[config.mk]
export PLATFORM = sky130hd
export DESIGN_NAME = wdist_top
export DESIGN_NICKNAME = d
export VERILOG_FILES = /design/src/logic/wdist_pkg.sv /design/src/logic/wdist_apb_regs.sv /design/src/logic/wdist_wei_fifo.sv /design/src/logic/wdist_cursor.sv /design/src/logic/wdist_ctrl_fsm.sv /design/src/logic/wdist_top.sv
export VERILOG_INCLUDE_DIRS = /design/src /design/src/logic
export SDC_FILE = /design/constraint.sdc
export NUM_CORES = 1
export LEC_CHECK = 0
export ABC_AREA = 1
export BUFFER_PORTS_ARGS = -buffer_cell sky130_fd_sc_hd__buf_2
export CAP_MARGIN = 20
export CORE_ASPECT_RATIO = 0.7
export CORE_MARGIN = 1.5
export CORE_UTILIZATION = 60
export DETAILED_ROUTE_END_ITERATION = 10
export PLACE_DENSITY = 0.8
export SYNTH_ARGS = -nofsm -noshare
export SYNTH_HDL_FRONTEND = slang
export SYNTH_SLANG_ARGS = --single-unit
[constraint.sdc]
create_clock -name clk -period 2.5 [get_ports clk]
set_input_delay 0.25 -clock clk [delete_from_list [all_inputs] [get_ports clk]]
set_output_delay 0.25 -clock clk [all_outputs]
set_load 0.01 [all_outputs]
[src/logic/wdist_consts.svh]
`ifndef WDIST_CONSTS_SVH
`define WDIST_CONSTS_SVH

// ========================================
// PEC array
// ========================================
`define WDIST_NUM_PEC       8
`define WDIST_PEC_IDX_W     3

// Weight word and per-PEC quota
`define WDIST_WEI_W         16
`define WDIST_WEI_PER_PEC   4
`define WDIST_ROUND_W       2

// Weight queue sizing
`define WDIST_FIFO_DEPTH    16
`define WDIST_FIFO_LVL_W    5

// Pipeline pre-fill before the first offer
`define WDIST_PREFILL_CYC   3

// ========================================
// APB register map
// ========================================
`define WDIST_APB_AW        4
`define WDIST_ADDR_WEI      4'h0
`define WDIST_ADDR_CMD      4'h4
`define WDIST_ADDR_STAT     4'h8

`endif

[src/logic/wdist_pkg.sv]
`default_nettype none

package wdist_pkg;

    // ========================================
    // Controller states
    // ========================================
    // Encoding is visible in status bits 1:0
    typedef enum logic [1:0] {
        ST_IDLE     = 2'd0,
        ST_PREFILL  = 2'd1,
        ST_DISPATCH = 2'd2,
        ST_DONE     = 2'd3
    } wdist_state_e;

    // ========================================
    // Command register opcodes
    // ========================================
    // Carried in the low two bits of a command write
    // Value 3 is unassigned and rejected
    typedef enum logic [1:0] {
        CMD_NOP   = 2'd0,
        CMD_START = 2'd1,
        CMD_ABORT = 2'd2
    } wdist_cmd_e;

endpackage

`default_nettype wire

[src/logic/wdist_apb_regs.sv]
`timescale 1ns/1ns
`default_nettype none

`include "wdist_consts.svh"

module wdist_apb_regs (
    input  logic                           clk,
    input  logic                           rst_n,
    // APB slave
    input  logic                           psel,
    input  logic                           penable,
    input  logic                           pwrite,
    input  logic [`WDIST_APB_AW-1:0]       paddr,
    input  logic [31:0]                    pwdata,
    output logic [31:0]                    prdata,
    output logic                           pready,
    output logic                           pslverr,
    // Live status sources
    input  logic                           fifo_full,
    input  wdist_pkg::wdist_state_e        state,
    input  logic [`WDIST_PEC_IDX_W-1:0]    pec_idx,
    input  logic [`WDIST_ROUND_W-1:0]      round,
    input  logic [`WDIST_FIFO_LVL_W-1:0]   fifo_level,
    // Towards FIFO and controller
    output logic                           push,
    output logic [`WDIST_WEI_W-1:0]        push_data,
    output logic                           start_cmd,
    output logic                           abort_cmd
);

    import wdist_pkg::*;

    logic        setup_ph;
    logic        access_ph;
    logic        hit_wei;
    logic        hit_cmd;
    logic        hit_stat;
    logic        start_ok;
    wdist_cmd_e  cmd;
    logic [31:0] stat_word;

    // Zero wait states
    assign pready    = 1'b1;
    assign setup_ph  = psel && !penable;
    assign access_ph = psel && penable;

    // Address decode
    assign hit_wei  = (paddr == `WDIST_ADDR_WEI);
    assign hit_cmd  = (paddr == `WDIST_ADDR_CMD);
    assign hit_stat = (paddr == `WDIST_ADDR_STAT);

    assign cmd       = wdist_cmd_e'(pwdata[1:0]);
    assign push_data = pwdata[`WDIST_WEI_W-1:0];

    // START only from a quiet controller
    assign start_ok = (state == ST_IDLE) || (state == ST_DONE);

    // ========================================
    // Access phase decode
    // ========================================
    always_comb begin
        push      = 1'b0;
        start_cmd = 1'b0;
        abort_cmd = 1'b0;
        pslverr   = 1'b0;
        if (access_ph) begin
            if (pwrite) begin
                if (hit_wei) begin
                    // Full queue drops the word
                    if (fifo_full) begin
                        pslverr = 1'b1;
                    end else begin
                        push = 1'b1;
                    end
                end else if (hit_cmd) begin
                    case (cmd)
                        CMD_NOP:   pslverr = 1'b0;
                        CMD_START: begin
                            if (start_ok) begin
                                start_cmd = 1'b1;
                            end else begin
                                pslverr = 1'b1;
                            end
                        end
                        CMD_ABORT: abort_cmd = 1'b1;
                        default:   pslverr = 1'b1;
                    endcase
                end else begin
                    // Status is read only, rest unmapped
                    pslverr = 1'b1;
                end
            end else if (!(hit_wei || hit_cmd || hit_stat)) begin
                pslverr = 1'b1;
            end
        end
    end

    // Status word fields
    always_comb begin
        stat_word                          = '0;
        stat_word[1:0]                     = state;
        stat_word[4 +: `WDIST_PEC_IDX_W]   = pec_idx;
        stat_word[8 +: `WDIST_ROUND_W]     = round;
        stat_word[16 +: `WDIST_FIFO_LVL_W] = fifo_level;
    end

    // Read data captured in setup phase, valid in access phase
    always_ff @(posedge clk or negedge rst_n) begin
        if (!rst_n) begin
            prdata <= '0;
        end else if (setup_ph && !pwrite) begin
            prdata <= hit_stat ? stat_word : 32'h0;
        end
    end

endmodule

`default_nettype wire

[src/logic/wdist_wei_fifo.sv]
`timescale 1ns/1ns
`default_nettype none

`include "wdist_consts.svh"

module wdist_wei_fifo (
    input  logic                           clk,
    input  logic                           rst_n,
    input  logic                           push,
    input  logic [`WDIST_WEI_W-1:0]        push_data,
    input  logic                           pop,
    input  logic                           flush,
    output logic [`WDIST_WEI_W-1:0]        head_wei,
    output logic                           empty,
    output logic                           full,
    output logic [`WDIST_FIFO_LVL_W-1:0]   level
);

    // Depth is a power of two, pointers wrap on their own
    localparam int PTR_W = `WDIST_FIFO_LVL_W - 1;

    logic [`WDIST_WEI_W-1:0]      mem [`WDIST_FIFO_DEPTH];
    logic [PTR_W-1:0]             wr_ptr;
    logic [PTR_W-1:0]             rd_ptr;
    logic [`WDIST_FIFO_LVL_W-1:0] count;
    logic                         do_push;
    logic                         do_pop;

    assign full  = (count == `WDIST_FIFO_LVL_W'(`WDIST_FIFO_DEPTH));
    assign empty = (count == '0);
    assign level = count;

    // Qualified requests
    assign do_push = push && !full;
    assign do_pop  = pop && !empty;

    // Head word, offered straight from storage
    assign head_wei = mem[rd_ptr];

    // ========================================
    // Storage
    // ========================================
    always_ff @(posedge clk) begin
        if (do_push && !flush) begin
            mem[wr_ptr] <= push_data;
        end
    end

    // Pointers and occupancy
    always_ff @(posedge clk or negedge rst_n) begin
        if (!rst_n) begin
            wr_ptr <= '0;
            rd_ptr <= '0;
            count  <= '0;
        end else if (flush) begin
            // Drop everything at once
            wr_ptr <= '0;
            rd_ptr <= '0;
            count  <= '0;
        end else begin
            if (do_push) begin
                wr_ptr <= wr_ptr + 1'b1;
            end
            if (do_pop) begin
                rd_ptr <= rd_ptr + 1'b1;
            end
            // Simultaneous push and pop leaves level alone
            case ({do_push, do_pop})
                2'b10:   count <= count + 1'b1;
                2'b01:   count <= count - 1'b1;
                default: count <= count;
            endcase
        end
    end

endmodule

`default_nettype wire

[src/logic/wdist_cursor.sv]
`timescale 1ns/1ns
`default_nettype none

`include "wdist_consts.svh"

module wdist_cursor (
    input  logic                           clk,
    input  logic                           rst_n,
    input  logic                           timer_load,
    input  logic                           advance,
    input  logic                           clear,
    output logic                           timer_zero,
    output logic [`WDIST_PEC_IDX_W-1:0]    pec_idx,
    output logic [`WDIST_ROUND_W-1:0]      round,
    output logic                           last_handout
);

    localparam int          TMR_W      = $clog2(`WDIST_PREFILL_CYC + 1);
    localparam int unsigned LAST_PEC   = `WDIST_NUM_PEC - 1;
    localparam int unsigned LAST_ROUND = `WDIST_WEI_PER_PEC - 1;
    localparam int unsigned TMR_INIT   = `WDIST_PREFILL_CYC - 1;

    logic [TMR_W-1:0] timer;
    logic             pec_wrap;

    assign timer_zero = (timer == '0);
    assign pec_wrap   = (pec_idx == LAST_PEC[`WDIST_PEC_IDX_W-1:0]);

    // Final PEC of the final round
    assign last_handout = pec_wrap && (round == LAST_ROUND[`WDIST_ROUND_W-1:0]);

    // ========================================
    // Pre-fill down-counter
    // ========================================
    // Zero is reached on the last pre-fill cycle
    always_ff @(posedge clk or negedge rst_n) begin
        if (!rst_n) begin
            timer <= '0;
        end else if (timer_load) begin
            timer <= TMR_INIT[TMR_W-1:0];
        end else if (clear) begin
            timer <= '0;
        end else if (!timer_zero) begin
            timer <= timer - 1'b1;
        end
    end

    // PEC index and round, round bumps on index wrap
    always_ff @(posedge clk or negedge rst_n) begin
        if (!rst_n) begin
            pec_idx <= '0;
            round   <= '0;
        end else if (clear) begin
            pec_idx <= '0;
            round   <= '0;
        end else if (advance) begin
            if (pec_wrap) begin
                pec_idx <= '0;
                round   <= round + 1'b1;
            end else begin
                pec_idx <= pec_idx + 1'b1;
            end
        end
    end

endmodule

`default_nettype wire

[src/logic/wdist_ctrl_fsm.sv]
`timescale 1ns/1ns
`default_nettype none

`include "wdist_consts.svh"

module wdist_ctrl_fsm (
    input  logic                           clk,
    input  logic                           rst_n,
    input  logic                           start_cmd,
    input  logic                           abort_cmd,
    input  logic                           empty,
    input  logic [`WDIST_WEI_W-1:0]        head_wei,
    input  logic                           timer_zero,
    input  logic [`WDIST_PEC_IDX_W-1:0]    pec_idx,
    input  logic                           last_handout,
    input  logic [`WDIST_NUM_PEC-1:0]      get_wei,
    output wdist_pkg::wdist_state_e        state,
    output logic                           fifo_pop,
    output logic                           fifo_flush,
    output logic                           timer_load,
    output logic                           advance,
    output logic                           clear,
    output logic [`WDIST_NUM_PEC-1:0]      rdy_wei,
    output logic [`WDIST_WEI_W-1:0]        wei_data,
    output logic                           done
);

    import wdist_pkg::*;

    wdist_state_e              state_nxt;
    logic                      get_hit;
    logic                      offer_go;
    logic [`WDIST_NUM_PEC-1:0] offer_vec;

    // Only a get on the offered PEC counts
    assign get_hit = |(get_wei & rdy_wei);

    // New offer once the previous one has dropped
    assign offer_go  = (state == ST_DISPATCH) && (rdy_wei == '0) && !empty && !abort_cmd;
    assign offer_vec = {{(`WDIST_NUM_PEC-1){1'b0}}, 1'b1} << pec_idx;

    assign done = (state == ST_DONE);

    // ========================================
    // Next state and strobes
    // ========================================
    always_comb begin
        state_nxt  = state;
        fifo_pop   = 1'b0;
        fifo_flush = 1'b0;
        timer_load = 1'b0;
        advance    = 1'b0;
        clear      = 1'b0;
        if (abort_cmd) begin
            // Abort wins over everything
            state_nxt  = ST_IDLE;
            fifo_flush = 1'b1;
            clear      = 1'b1;
        end else begin
            case (state)
                ST_IDLE, ST_DONE: begin
                    if (start_cmd) begin
                        state_nxt  = ST_PREFILL;
                        timer_load = 1'b1;
                        clear      = 1'b1;
                    end
                end
                ST_PREFILL: begin
                    if (timer_zero) begin
                        state_nxt = ST_DISPATCH;
                    end
                end
                ST_DISPATCH: begin
                    if (get_hit) begin
                        fifo_pop = 1'b1;
                        advance  = 1'b1;
                        if (last_handout) begin
                            state_nxt = ST_DONE;
                        end
                    end
                end
                default: state_nxt = ST_IDLE;
            endcase
        end
    end

    always_ff @(posedge clk or negedge rst_n) begin
        if (!rst_n) begin
            state <= ST_IDLE;
        end else begin
            state <= state_nxt;
        end
    end

    // One-hot offer, drops the edge after a get
    always_ff @(posedge clk or negedge rst_n) begin
        if (!rst_n) begin
            rdy_wei <= '0;
        end else if (abort_cmd || get_hit) begin
            rdy_wei <= '0;
        end else if (offer_go) begin
            rdy_wei <= offer_vec;
        end
    end

    // Weight latched with the offer, held until the get
    always_ff @(posedge clk) begin
        if (offer_go) begin
            wei_data <= head_wei;
        end
    end

endmodule

`default_nettype wire

[src/logic/wdist_top.sv]
`timescale 1ns/1ns
`default_nettype none

`include "wdist_consts.svh"

module wdist_top (
    input  logic                           clk,
    input  logic                           rst_n,
    // APB slave
    input  logic                           psel,
    input  logic                           penable,
    input  logic                           pwrite,
    input  logic [`WDIST_APB_AW-1:0]       paddr,
    input  logic [31:0]                    pwdata,
    output logic [31:0]                    prdata,
    output logic                           pready,
    output logic                           pslverr,
    // PEC side
    input  logic [`WDIST_NUM_PEC-1:0]      get_wei,
    output logic [`WDIST_NUM_PEC-1:0]      rdy_wei,
    output logic [`WDIST_WEI_W-1:0]        wei_data,
    output logic                           done
);

    import wdist_pkg::*;

    // ========================================
    // Internal nets
    // ========================================
    wdist_state_e                 state;
    logic                         push;
    logic [`WDIST_WEI_W-1:0]      push_data;
    logic                         start_cmd;
    logic                         abort_cmd;
    logic                         fifo_pop;
    logic                         fifo_flush;
    logic [`WDIST_WEI_W-1:0]      head_wei;
    logic                         empty;
    logic                         full;
    logic [`WDIST_FIFO_LVL_W-1:0] level;
    logic                         timer_load;
    logic                         advance;
    logic                         clear;
    logic                         timer_zero;
    logic [`WDIST_PEC_IDX_W-1:0]  pec_idx;
    logic [`WDIST_ROUND_W-1:0]    round;
    logic                         last_handout;

    // Host register block
    wdist_apb_regs i_wdist_apb_regs (
        .clk        (clk),
        .rst_n      (rst_n),
        .psel       (psel),
        .penable    (penable),
        .pwrite     (pwrite),
        .paddr      (paddr),
        .pwdata     (pwdata),
        .prdata     (prdata),
        .pready     (pready),
        .pslverr    (pslverr),
        .fifo_full  (full),
        .state      (state),
        .pec_idx    (pec_idx),
        .round      (round),
        .fifo_level (level),
        .push       (push),
        .push_data  (push_data),
        .start_cmd  (start_cmd),
        .abort_cmd  (abort_cmd)
    );

    // Weight queue
    wdist_wei_fifo i_wdist_wei_fifo (
        .clk       (clk),
        .rst_n     (rst_n),
        .push      (push),
        .push_data (push_data),
        .pop       (fifo_pop),
        .flush     (fifo_flush),
        .head_wei  (head_wei),
        .empty     (empty),
        .full      (full),
        .level     (level)
    );

    // Pre-fill timer and round-robin cursor
    wdist_cursor i_wdist_cursor (
        .clk          (clk),
        .rst_n        (rst_n),
        .timer_load   (timer_load),
        .advance      (advance),
        .clear        (clear),
        .timer_zero   (timer_zero),
        .pec_idx      (pec_idx),
        .round        (round),
        .last_handout (last_handout)
    );

    wdist_ctrl_fsm i_wdist_ctrl_fsm (
        .clk          (clk),
        .rst_n        (rst_n),
        .start_cmd    (start_cmd),
        .abort_cmd    (abort_cmd),
        .empty        (empty),
        .head_wei     (head_wei),
        .timer_zero   (timer_zero),
        .pec_idx      (pec_idx),
        .last_handout (last_handout),
        .get_wei      (get_wei),
        .state        (state),
        .fifo_pop     (fifo_pop),
        .fifo_flush   (fifo_flush),
        .timer_load   (timer_load),
        .advance      (advance),
        .clear        (clear),
        .rdy_wei      (rdy_wei),
        .wei_data     (wei_data),
        .done         (done)
    );

endmodule

`default_nettype wire

==> results_dict.tcl <==
set metrics [dict create \
    status "complete, no violations" \
    rows 45 \
    cts-htree-levels 1 \
    p_leak_uw 0.00552 \
    syn2layout_area_growth_pct 11.8 \
    p_per_area_mw_per_mm2 997 \
    cp-start-kind "flip-flop" \
    syn_avg_cell_area_um2 12.1 \
    maxSlewViolCount 0 \
    cts_tree "yes" \
    routed_wl_um 29900 \
    grt_pass1_vias 8564 \
    fp.dieH_um 127 \
    core_area_mm2 0.0217 \
    ir_worst_vdd_v 0.000637 \
    antenna_found_initial 0 \
    insertion_delay_ps 550 \
    cp.arrival_ps 2780 \
    vias_per_cell 5.89 \
    worstSetupPathType "reg -> reg" \
    die-area_mm2 0.0230 \
    placed_area_mm2 0.0140 \
    area.sequential_mm2 0.00922 \
    async_reset_ff_share_pct 13.4 \
    synth_top_area_cell "edfxtp_1" \
    slowest_delay_ps 430 \
    chipWidth_um 181 \
    drive_gt1_share_pct 16.2 \
    grt_max_degree 107 \
    synthFlopType "edfxtp_1" \
    clockBufferDepth 3 \
    layout_min_cycle_time_ps 2360 \
    gr-usage-all-layers_pct 26.4 \
    clk_pin_slew_worst_paths_ps 60 \
    grt.overflow.total 0 \
    final.setup.tns_ps 0 \
    drtIter0Drc 1120 \
    io_buffers 70 \
    yosysSeqAreaShare_pct 69.5 \
    finish.utilization_pct 68.4 \
    synthesis.area_mm2 0.0133 \
    design_area_mm2 0.0148 \
    hold_path.class "in -> reg" \
    ys_top_cells_by_count "272 x edfxtp_1, 212 x nor2_1, 155 x o21ai_0, 85 x nand2_1, 70 x nand3_1" \
    fin_skew_ps 12.6 \
    fmax_ghz 0.425 \
    synth_edf_count 272 \
    crit_start "i_wdist_ctrl_fsm.state[0]" \
    start_util_pct 61.2 \
    multi_input_area_mm2 0.00352 \
    drc 0 \
    critPathBufInv 3 \
    ys_types 35 \
    ys_ff_latch 314 \
    crit_path_top_delay_cell "dfrtp_1" \
    worstSetupEndpointType "flip-flop" \
    hold_start "pwdata[8]" \
    wl_per_cell_um 20.0 \
    dp.cells 1436 \
    cts_buffers 29 \
    required_ps 2920 \
    layout.nets 1258 \
    crit_family "adder cells" \
    cpMostUsedCell "ha_1" \
    num_vias 8786 \
    antenna_left 0 \
    worst_pin_slew_ps 978 \
    yosysWarnings 0 \
    hpwl_um 17000 \
    io_pins 108 \
    diodes 0 \
    slew-limit-headroom_pct 34.8 \
    synth_most_common_cell "edfxtp_1" \
    clock_sinks 314 \
    finalPower_uw 14800 \
    drv_cap 0 \
    synth_area_leaders "edfxtp_1 62%, dfrtp_1 7.9%, nor2_1 6.0%, o21ai_0 5.8%, o211ai_1 2.8%" \
    hold_violations 0 \
    final_cells 1491 \
    grt_pass1_wl_um 46700 \
    root_buffer "clkbuf_16" \
    rr_startpoint "i_wdist_ctrl_fsm.state[0]" \
    netlist.area_leader.share_pct 61.6 \
    fillers 1523 \
    crit_path_cell_trace "inv_1 -> ha_1 -> nand4_4 -> inv_2 -> ha_1 -> xor2_1 -> ha_1 -> inv_1 -> nand2_1 -> nand3_1 -> a21oi_1 -> o22ai_1" \
    rsz0062_at_grt "false" \
    setup_viol 0 \
    cp_max_fo 6 \
    min_period_over_period_pct 94.2 \
    syn_inst 1100 \
    first_pass_iters 5 \
    place.gp.congestion 0.865 \
]
state kept, by name, summed over array words and instances (netlist names), 3 cells and up:
name / flops
i_wdist_apb_regs.prdata: 12
i_wdist_ctrl_fsm.rdy_wei: 8
i_wdist_ctrl_fsm.wei_data: 16
i_wdist_cursor.pec_idx: 3
i_wdist_wei_fifo.level: 5
i_wdist_wei_fifo.mem: 256
i_wdist_wei_fifo.rd_ptr: 4
i_wdist_wei_fifo.wr_ptr: 4
cells by family (layout without fill, tap and decap cells):
| group | after synthesis | count (layout) | synth area share, % |
|---|---|---|---|
| DFF | 314 | 314 | 69.5 |
| xor gates and xnor gates | 6 | 6 | 0.396 |
| other | 2 | 21 | 0.0566 |
| AOI/OAI and AO/OA | 237 | 237 | 10.4 |
| buffers and inverters | 127 | 217 | 4.83 |
| adders and majority gates | 21 | 21 | 1.98 |
| and+or+nand+nor | 393 | 393 | 12.9 |
layout make-up:
class / instances / share of cell area, %
Clock inverter: 16 / 0.548
Sequential cell: 314 / 62.2
Tap cell: 282 / 2.38
Timing Repair Buffer: 115 / 4.82
Multi-Input combinational cell: 678 / 23.7
Clock buffer: 36 / 5.07
Inverter: 50 / 1.27
power by group:
part	leakage, uW	internal, uW	switching [uW]
logic	0.00213	1480	2980
clock network	0.000401	2120	1840
registers	0.00299	6100	271
timing repair:
action	CTS	global route
setup endpoints to repair	0	2
hold buffers	1	0
gates resized for setup	0	1
buffers inserted	0	2
endpoints found under the hold margin	42	0
placed cells by master, fill, tap and decap left out, drive strengths merged, types with 15 or more instances in the layout:
cell / n
buf: 114
nor2: 217
o221ai: 15
dfrtp: 42
edfxtp: 272
nand2: 88
inv: 50
ha: 21
o211ai: 49
clkbuf: 36
nand3: 74
conb: 21
o21ai: 160
path summary, 6_finish.rpt:
check	to	slack (ps)	cells after the start
worst max-delay path	i_wdist_wei_fifo.level[4]	140	12
worst min-delay path	i_wdist_wei_fifo.mem[6][8]	80	1
worst max register to register	i_wdist_wei_fifo.level[4]	140	12
worst min register to register	i_wdist_apb_regs.prdata[19]	510	2
max in group asynchronous	i_wdist_wei_fifo.rd_ptr[0]	1400	2
min in group asynchronous	i_wdist_wei_fifo.level[0]	380	2
layer usage:
layer,part of all wire (%),track usage (%),vias to the layer above
li1,-,-,4071
met1,43,38.3,4260
met2,46,41.6,398
met3,8.4,4.48,57
met4,2.6,8.40,0
met5,0,0,-
metrics by stage:
step,worst slack [ps],hold slack (ps)
2_1_floorplan,334,-45.6
3_3_place_gp,191,444
3_5_place_dp,136,452
4_1_cts,107,64.2
5_1_grt,2.32,81.3
6_report,145,78.7
(Power assumes the default switching activity.)
